--- config.mk ---
export PLATFORM = sky130hd
export DESIGN_NAME = gb80_irq
export DESIGN_NICKNAME = d
export VERILOG_FILES = /design/src/design/gb80_irq_pkg.sv /design/src/design/gb80_irq.sv /design/src/design/irq_priority.sv /design/src/design/irq_flag_regs.sv /design/src/design/irq_axil_port.sv
export VERILOG_INCLUDE_DIRS = /design/src /design/src/design
export SDC_FILE = /design/constraint.sdc
export NUM_CORES = 1
export LEC_CHECK = 0
export ABC_AREA = 1
export BUFFER_PORTS_ARGS = -buffer_cell sky130_fd_sc_hd__buf_4
export CORE_MARGIN = 2
export CORE_UTILIZATION = 40
export CTS_CLUSTER_SIZE = 24
export DETAILED_ROUTE_END_ITERATION = 16
export HOLD_SLACK_MARGIN = 0.03
export PLACE_DENSITY_LB_ADDON = 0.15
export SYNTH_ARGS = -nofsm -noshare
export SYNTH_HDL_FRONTEND = slang
export SYNTH_SLANG_ARGS = --single-unit
export TNS_END_PERCENT = 100
--- constraint.sdc ---
create_clock -name clock -period 1.8 [get_ports clock]
set_clock_uncertainty 0.05 [all_clocks]
set_input_delay 0.18 -clock clock [delete_from_list [all_inputs] [get_ports clock]]
set_output_delay 0.18 -clock clock [all_outputs]
set_load 0.05 [all_outputs]
--- src/design/gb80_irq_config.svh ---
`ifndef GB80_IRQ_CONFIG_SVH
`define GB80_IRQ_CONFIG_SVH

// Interrupt sources: vblank, lcdc, tima, serial, hilo
`define GB80_IRQ_N 5

// AXI4-Lite bus geometry
`define GB80_AXIL_AW 4
`define GB80_AXIL_DW 32

// Register byte offsets
`define GB80_OFS_IF 4'h0
`define GB80_OFS_IE 4'h4
`define GB80_OFS_IME 4'h8

// Restart vectors start at 0x40, one every 8 bytes
`define GB80_VEC_BASE 8'h40
`define GB80_VEC_STEP 8

`endif
--- src/design/gb80_irq_pkg.sv ---
`include "gb80_irq_config.svh"

package gb80_irq_pkg;

   // Named interrupt sources, vblank in bit 0
   typedef struct packed {
      logic hilo;
      logic serial;
      logic tima;
      logic lcdc;
      logic vblank;
   } irq_flags_s;

   // Same word seen by name or by index
   typedef union packed {
      irq_flags_s               flags;
      logic [`GB80_IRQ_N-1:0]   bits;
   } irq_bits_u;

   typedef struct packed {
      irq_bits_u if_bits;
      irq_bits_u ie_bits;
      logic      ime;
   } irq_state_s;

   // Single cycle register write from the bus port
   typedef struct packed {
      logic                   valid;
      logic                   sel_if;
      logic                   sel_ie;
      logic                   sel_ime;
      logic [`GB80_IRQ_N-1:0] data;
   } reg_write_s;

   // AXI4-Lite master to slave
   typedef struct packed {
      logic                        awvalid;
      logic [`GB80_AXIL_AW-1:0]    awaddr;
      logic                        wvalid;
      logic [`GB80_AXIL_DW-1:0]    wdata;
      logic [`GB80_AXIL_DW/8-1:0]  wstrb;
      logic                        bready;
      logic                        arvalid;
      logic [`GB80_AXIL_AW-1:0]    araddr;
      logic                        rready;
   } axil_req_s;

   // AXI4-Lite slave to master
   typedef struct packed {
      logic                        awready;
      logic                        wready;
      logic                        bvalid;
      logic [1:0]                  bresp;
      logic                        arready;
      logic                        rvalid;
      logic [`GB80_AXIL_DW-1:0]    rdata;
      logic [1:0]                  rresp;
   } axil_rsp_s;

endpackage

--- src/design/gb80_irq.sv ---
`timescale 1ns/100ps
`include "gb80_irq_config.svh"

module gb80_irq import gb80_irq_pkg::*; (
   input  logic                   clock,
   input  logic                   reset,
   input  axil_req_s              axil_req,
   output axil_rsp_s              axil_rsp,
   input  logic [`GB80_IRQ_N-1:0] irq_request,
   input  logic                   irq_ack,
   output logic                   irq_pending,
   output logic [7:0]             irq_vector
);

   reg_write_s             reg_write;
   irq_state_s             irq_state;
   logic [`GB80_IRQ_N-1:0] irq_clear_mask;
   logic                   irq_taken;

   // Software access to IF, IE and IME
   irq_axil_port port_inst (
      .clock     (clock),
      .reset     (reset),
      .axil_req  (axil_req),
      .axil_rsp  (axil_rsp),
      .reg_write (reg_write),
      .irq_state (irq_state)
   );

   irq_flag_regs regs_inst (
      .clock          (clock),
      .reset          (reset),
      .reg_write      (reg_write),
      .irq_request    (irq_request),
      .irq_clear_mask (irq_clear_mask),
      .irq_taken      (irq_taken),
      .irq_state      (irq_state)
   );

   // Acknowledge feeds back into the flags at the same edge
   irq_priority prio_inst (
      .irq_state      (irq_state),
      .irq_ack        (irq_ack),
      .irq_pending    (irq_pending),
      .irq_vector     (irq_vector),
      .irq_clear_mask (irq_clear_mask),
      .irq_taken      (irq_taken)
   );

endmodule

--- src/design/irq_priority.sv ---
`timescale 1ns/100ps
`include "gb80_irq_config.svh"

module irq_priority import gb80_irq_pkg::*; (
   input  irq_state_s             irq_state,
   input  logic                   irq_ack,
   output logic                   irq_pending,
   output logic [7:0]             irq_vector,
   output logic [`GB80_IRQ_N-1:0] irq_clear_mask,
   output logic                   irq_taken
);

   logic [`GB80_IRQ_N-1:0] active;
   logic [2:0]             sel_index;

   assign active = irq_state.if_bits.bits & irq_state.ie_bits.bits;

   // Scan from the top so the lowest set bit is written last
   always_comb begin
      sel_index = 3'd0;
      for (int i = `GB80_IRQ_N - 1; i >= 0; i--) begin
         if (active[i]) begin
            sel_index = 3'(i);
         end
      end
   end

   assign irq_pending = irq_state.ime & (|active);
   assign irq_taken   = irq_ack & irq_pending;

   // Index 0 with nothing active lands on the base vector
   assign irq_vector = 8'(`GB80_VEC_BASE + `GB80_VEC_STEP * sel_index);

   // Only the served source is cleared
   always_comb begin
      if (irq_taken) begin
         irq_clear_mask = {{(`GB80_IRQ_N-1){1'b0}}, 1'b1} << sel_index;
      end else begin
         irq_clear_mask = '0;
      end
   end

endmodule

--- src/design/irq_flag_regs.sv ---
`timescale 1ns/100ps
`include "gb80_irq_config.svh"

module irq_flag_regs import gb80_irq_pkg::*; (
   input  logic                   clock,
   input  logic                   reset,
   input  reg_write_s             reg_write,
   input  logic [`GB80_IRQ_N-1:0] irq_request,
   input  logic [`GB80_IRQ_N-1:0] irq_clear_mask,
   input  logic                   irq_taken,
   output irq_state_s             irq_state
);

   logic [`GB80_IRQ_N-1:0] if_q;
   logic [`GB80_IRQ_N-1:0] ie_q;
   logic                   ime_q;
   logic [`GB80_IRQ_N-1:0] if_base;
   logic [`GB80_IRQ_N-1:0] if_next;
   logic [`GB80_IRQ_N-1:0] ie_next;
   logic                   ime_next;

   always_comb begin
      // Bus write replaces IF, otherwise the served bit drops
      if (reg_write.valid && reg_write.sel_if) begin
         if_base = reg_write.data;
      end else begin
         if_base = if_q & ~irq_clear_mask;
      end
      // Requests land last so none is lost
      if_next = if_base | irq_request;

      ie_next = (reg_write.valid && reg_write.sel_ie) ? reg_write.data : ie_q;

      // Software write wins over the acknowledge
      if (reg_write.valid && reg_write.sel_ime) begin
         ime_next = reg_write.data[0];
      end else if (irq_taken) begin
         ime_next = 1'b0;
      end else begin
         ime_next = ime_q;
      end
   end

   always_ff @(posedge clock or posedge reset) begin
      if (reset) begin
         if_q  <= '0;
         ie_q  <= '0;
         ime_q <= 1'b1;
      end else begin
         if_q  <= if_next;
         ie_q  <= ie_next;
         ime_q <= ime_next;
      end
   end

   assign irq_state.if_bits.bits = if_q;
   assign irq_state.ie_bits.bits = ie_q;
   assign irq_state.ime          = ime_q;

endmodule

--- src/design/irq_axil_port.sv ---
`timescale 1ns/100ps
`include "gb80_irq_config.svh"

module irq_axil_port import gb80_irq_pkg::*; (
   input  logic       clock,
   input  logic       reset,
   input  axil_req_s  axil_req,
   output axil_rsp_s  axil_rsp,
   output reg_write_s reg_write,
   input  irq_state_s irq_state
);

   localparam logic [1:0] RESP_OKAY = 2'b00;

   logic                     wr_accept;
   logic                     rd_accept;
   logic [2:0]               wr_sel;
   logic [2:0]               rd_sel;
   logic                     bvalid_q;
   logic                     rvalid_q;
   logic [`GB80_AXIL_DW-1:0] rd_word;
   logic [`GB80_AXIL_DW-1:0] rdata_q;

   // One-hot select {ime, ie, if}, zero when unmapped
   function automatic logic [2:0] decode_offset(input logic [`GB80_AXIL_AW-1:0] addr);
      case (addr)
         `GB80_OFS_IF:  decode_offset = 3'b001;
         `GB80_OFS_IE:  decode_offset = 3'b010;
         `GB80_OFS_IME: decode_offset = 3'b100;
         default:       decode_offset = 3'b000;
      endcase
   endfunction

   // Register map layout of a flag word
   function automatic logic [`GB80_AXIL_DW-1:0] flag_word(input irq_bits_u word);
      flag_word = '0;
      flag_word[`GB80_IRQ_N-1:0] = {word.flags.hilo,
                                    word.flags.serial,
                                    word.flags.tima,
                                    word.flags.lcdc,
                                    word.flags.vblank};
   endfunction

   // Address and data must arrive together, one response at a time
   assign wr_accept = axil_req.awvalid & axil_req.wvalid & ~bvalid_q;
   assign rd_accept = axil_req.arvalid & ~rvalid_q;

   assign wr_sel = decode_offset(axil_req.awaddr);
   assign rd_sel = decode_offset(axil_req.araddr);

   always_comb begin
      // Byte 0 strobe carries every stored bit
      reg_write.valid   = wr_accept & axil_req.wstrb[0] & (|wr_sel);
      reg_write.sel_if  = wr_sel[0];
      reg_write.sel_ie  = wr_sel[1];
      reg_write.sel_ime = wr_sel[2];
      reg_write.data    = axil_req.wdata[`GB80_IRQ_N-1:0];
   end

   always_comb begin
      case (rd_sel)
         3'b001:  rd_word = flag_word(irq_state.if_bits);
         3'b010:  rd_word = flag_word(irq_state.ie_bits);
         3'b100:  rd_word = {{(`GB80_AXIL_DW-1){1'b0}}, irq_state.ime};
         default: rd_word = '0;
      endcase
   end

   always_ff @(posedge clock or posedge reset) begin
      if (reset) begin
         bvalid_q <= 1'b0;
         rvalid_q <= 1'b0;
      end else begin
         if (wr_accept) begin
            bvalid_q <= 1'b1;
         end else if (axil_req.bready) begin
            bvalid_q <= 1'b0;
         end
         if (rd_accept) begin
            rvalid_q <= 1'b1;
         end else if (axil_req.rready) begin
            rvalid_q <= 1'b0;
         end
      end
   end

   // Read data captured at the handshake, held under back-pressure
   always_ff @(posedge clock) begin
      if (rd_accept) begin
         rdata_q <= rd_word;
      end
   end

   assign axil_rsp.awready = wr_accept;
   assign axil_rsp.wready  = wr_accept;
   assign axil_rsp.bvalid  = bvalid_q;
   assign axil_rsp.bresp   = RESP_OKAY;
   assign axil_rsp.arready = rd_accept;
   assign axil_rsp.rvalid  = rvalid_q;
   assign axil_rsp.rdata   = rdata_q;
   assign axil_rsp.rresp   = RESP_OKAY;

endmodule

# ---- After elaboration in Yosys (flattened, before gate mapping)
# Index checks and enable logic that the tools add are counted.
dict set report totals {
  regBits 45
  in_bits 57
  output_inout_bits 50
  wordCells 54
}
dict set report classes {
  add_sub_neg 1
  eq_ne 7
  n_shift 1
  mux 16
  bitwise 13
  n_reduce_logical 10
}
# operator count
set op_table {}
lappend op_table {{$pmux W3 S3} 2}
lappend op_table {{$mux W3} 5}
lappend op_table {{$pmux W5 S3} 1}
lappend op_table {{$and A5 B5 Y5} 2}
lappend op_table {{$mux W5} 2}
lappend op_table {{$add A7 B6 Y8 const A} 1}
lappend op_table {{$eq A4 B3 Y1 const B} 2}
lappend op_table {{$eq A4 B4 Y1 const B} 2}
lappend op_table {{$logic_not A4 Y1} 2}
lappend op_table {{$and A1 B1 Y1} 7}
lappend op_table {{$mux W1} 6}
lappend op_table {{$reduce_bool A2 Y1} 3}
lappend op_table {{$not A5 Y5} 1}
lappend op_table {{$or A5 B5 Y5} 1}
lappend op_table {{$reduce_or A5 Y1} 1}
lappend op_table {{$shl A1 B3 Y5 const A} 1}
lappend op_table {{$eq A3 B1 Y1 const B} 1}
lappend op_table {{$eq A3 B2 Y1 const B} 1}
lappend op_table {{$eq A3 B3 Y1 const B} 1}
lappend op_table {{$logic_and A1 B1 Y1} 3}
lappend op_table {{$reduce_or A3 Y1} 1}
lappend op_table {{$not A1 Y1} 2}

# ---- Longest topological paths before layout
dict set report depth {
  depth_word 12
  mapped_depth 8
  mapped_depth_nobuf 8
}

# ---- Hierarchy
# Synthesis repeated with hierarchy kept, for this count alone.
dict set report unflattened {
  hier_cells 190
  area_unflattened_um2 1460.2
}
# mod n_inst cells_per_inst area_each_um2 seq_area_each_um2
set by_module_without_submodules {}
lappend by_module_without_submodules {irq_axil_port 1 91 708.2 200.2}
lappend by_module_without_submodules {irq_flag_regs 1 60 518.0 276.5}
lappend by_module_without_submodules {irq_priority 1 39 234.0 0.0}

# ---- Least setup slack after synthesis
# OpenSTA, ideal clock, no wires.
dict set report synth_path {
  kind {register to output}
  startpoint {reg regs_inst.ime_q}
  endpoint {out irq_pending}
  t_arrival_ps 1741
  required_time_ps 1570
  path_slack_ps -171
  path_stages_with_launch 2
  n_path_buf 0
  path_cell_list {dfstp_2 a21boi_0}
}
dict set report synth_via {
  elab_chain_cells 1
}
# element line
set synth_lines {}
lappend synth_lines {{start: declaration} irq_flag_regs.sv:16} ;# logic ime_q;
lappend synth_lines {{start signal: assignment} irq_flag_regs.sv:52} ;# ime_q <= ime_next;
lappend synth_lines {{$and A1 B1 Y1} irq_priority.sv:28} ;# assign irq_pending = irq_state.ime & (|active);
lappend synth_lines {{end: declaration} gb80_irq.sv:11} ;# output logic irq_pending,
# Every way passes these cells.

# ---- Worst setup path in the final report
dict set report layout_path {
  startpoint {reg regs_inst.if_q[1]}
  endpoint {out irq_pending}
}
dict set report layout_via {
  elab_chain_cells 3
}
# element line
set layout_lines {}
lappend layout_lines {{start: declaration} irq_flag_regs.sv:14} ;# logic [`GB80_IRQ_N-1:0] if_q;
lappend layout_lines {{start signal: assignment} irq_flag_regs.sv:50} ;# if_q <= if_next;
lappend layout_lines {{$and A5 B5 Y5} irq_priority.sv:16} ;# assign active = irq_state.if_bits.bits & irq_state.ie_bits.bits;
lappend layout_lines {{$reduce_or A5 Y1} irq_priority.sv:28}
lappend layout_lines {{$and A1 B1 Y1} irq_priority.sv:28}
# Every way passes these cells.

==> out/qor.txt <==
status -> completed
commonest non-fill, non-tap cell in the layout -> buf_4
flops & latches, synth -> 18
Tcrit/Tclk final -> 0.873
initial antenna violation count -> 0
GR peak layer -> met2
Synth cell types -> 25
Inserted Clock Buffers -> 3
most frequent cells in the layout -> buf_4, conb_1, nand2_1
layout cells sized above 1 -> 0.345
Post-CTS Hold Buffers -> 7
Pwr Total -> 1230 µW
Starting Density -> 0.411
Root Driver -> clkbuf_4
dpl ws -> 555 ps
setup bufs post-CTS -> 0
Hold Violations, Final -> 0
fin nets -> 264
M2 GR Usage -> 0.232
GRT met3 Usage -> 0.0362
setup tns final -> 0 ps
drt first pass iters -> 4
maximum clock path buffer count -> 2
Startpoint Class -> register
Worst-Margin Slew -> 524 ps
Ys Warns -> 0
Syn Std Cell Area -> 1360 µm²
post-layout min period -> 1570 ps
CTS tree -> done
most area-consuming cells after synthesis -> buf_4, dfrtp_1, edfxtp_1
RSZ-0062 raised after global routing -> no
WP data required -> 1570 ps
fmax -> 637 MHz
total core area -> 3310 µm²
num ports -> 107
vias per inst -> 4.23
largest net degree at the start of global routing -> 14
Rel. slew slack -> 0.650
area leader, netlist -> buf_4
syn avg cell area -> 8.40 µm²
number of buffers added on ports -> 40
number of global-route vias before repair -> 1023
total number of vias -> 1066
first-pass GRT wire length -> 4.42 mm
GRT Resource Usage Total -> 0.142
fin. max-slew vios -> 0
final WL -> 2.56 mm
critical path class -> reg2out
global route overflow -> 0
H-tree levels -> 1
Setup crit end kind -> primary output
PwrDens -> 748 nW/µm²
grt met1 use -> 0.181
crit-path max FO -> 4
VDD IR max -> 280 µV
# DRC -> 0
FILL cells -> 358
Reg2Reg Setup Slack -> 550 ps
Area Overhead vs Synth -> 20.5%
DP Wirelength -> 2.14 mm
Chip Width -> 62.3 µm
# resized after CTS -> 0
Clock Sinks -> 18
cells after synthesis -> 162
Die Span Y -> 62.3 µm
final setup margin -> 229 ps
full die area -> 3880 µm²
remaining antenna violation count -> 0
Seq/Total Area, Yosys -> 0.351
CP arrival -> 1340 ps
routability congestion estimate -> 0.810
Clock Latency Late Sink -> 290 ps
MaxCap Viol Count -> 0
Leakage -> 0.000866 µW
post-DR wirelength/cell -> 10.2 µm
final setup violation count -> 0
std cell rows -> 21
worst hold path class -> in2reg
initial drt markers -> 7
area share of the largest cell type after synthesis -> 0.226
antenna cells -> 0
Clock transition at path regs -> 100 ps
layout make-up:
class	count	area (µm²)	area share
well taps	46	57.6	0.0351
clock buffers	4	26.3	0.0160
inverters	20	75.1	0.0458
multi-input cells	117	633	0.386
repair buffers	47	370	0.226
flip-flops and latches	18	477	0.291
critical path: stages (launching register included):
cell and delay [ps]:
dfrtp_1 420, nand2_1 140, nand2_4 90, nor2_4 130, a21boi_1 80, buf_4 190
layer usage:
metal  up-vias  routed length [µm]  part of all wire
met5         -                   0                 0
met4         0                   8            0.0031
met3         2                 198             0.077
met2        46                1290              0.50
met1       486                1070              0.42
li1        532                   -                 -
synth_stat cells (all sizes together):
master,number
nand2,26
buf,41
nor3,1
edfxtp,5
dfstp,1
nand3,9
o22ai,1
nor2,13
inv,20
a21boi,1
nand4,6
o21ai,12
a21oi,9
dfrtp,12
conb,2
o21bai,3
report_power, final:
group / internal (µW) / total, µW / leakage [µW] / switching, µW
clock network: 86.1 / 213 / 0.0000150 / 127
logic: 131 / 532 / 0.000672 / 402
registers: 456 / 481 / 0.000179 / 24.6
stage by stage:
step	instance area (µm²)	utilization	hold WS (ps)	cells
after floorplan	1490	-	6.24	196
after CTS	1640	0.495	37.8	252
after global routing	1640	0.495	38.0	252
final	1640	0.495	36.3	252
after detailed placement	1540	0.466	210	241
after global placement	1540	0.466	203	241
flip-flops by register name, summed over array words and instances (netlist names):
signal / flops
port_inst.bvalid_q: 1
regs_inst.ime_q: 1
port_inst.rdata_q: 5
regs_inst.if_q: 5
regs_inst.ie_q: 5
port_inst.rvalid_q: 1
cells by family (layout without fill, tap and decap cells):
kind of cell,after synthesis,after routing,synth area share
AO/OA/AOI/OAI,26,26,0.115
other,2,36,0.00552
buffers and inverters,61,71,0.282
flip-flops,18,18,0.351
AND/OR/NAND/NOR,55,55,0.247
worst paths after layout:
| kind | to | start | depth (start not counted) |
|---|---|---|---|
| hold / removal | regs_inst.if_q[4] | irq_request[4] | 3 |
| hold reg to reg | regs_inst.ime_q | regs_inst.ime_q | 2 |
| setup reg to reg | regs_inst.if_q[3] | port_inst.bvalid_q | 6 |
| setup / recovery | irq_pending | regs_inst.if_q[1] | 5 |
| max in group asynchronous | regs_inst.ime_q | reset | 3 |
| min in group asynchronous | port_inst.bvalid_q | reset | 3 |
No activity file was read; power rests on OpenSTA's default activity.
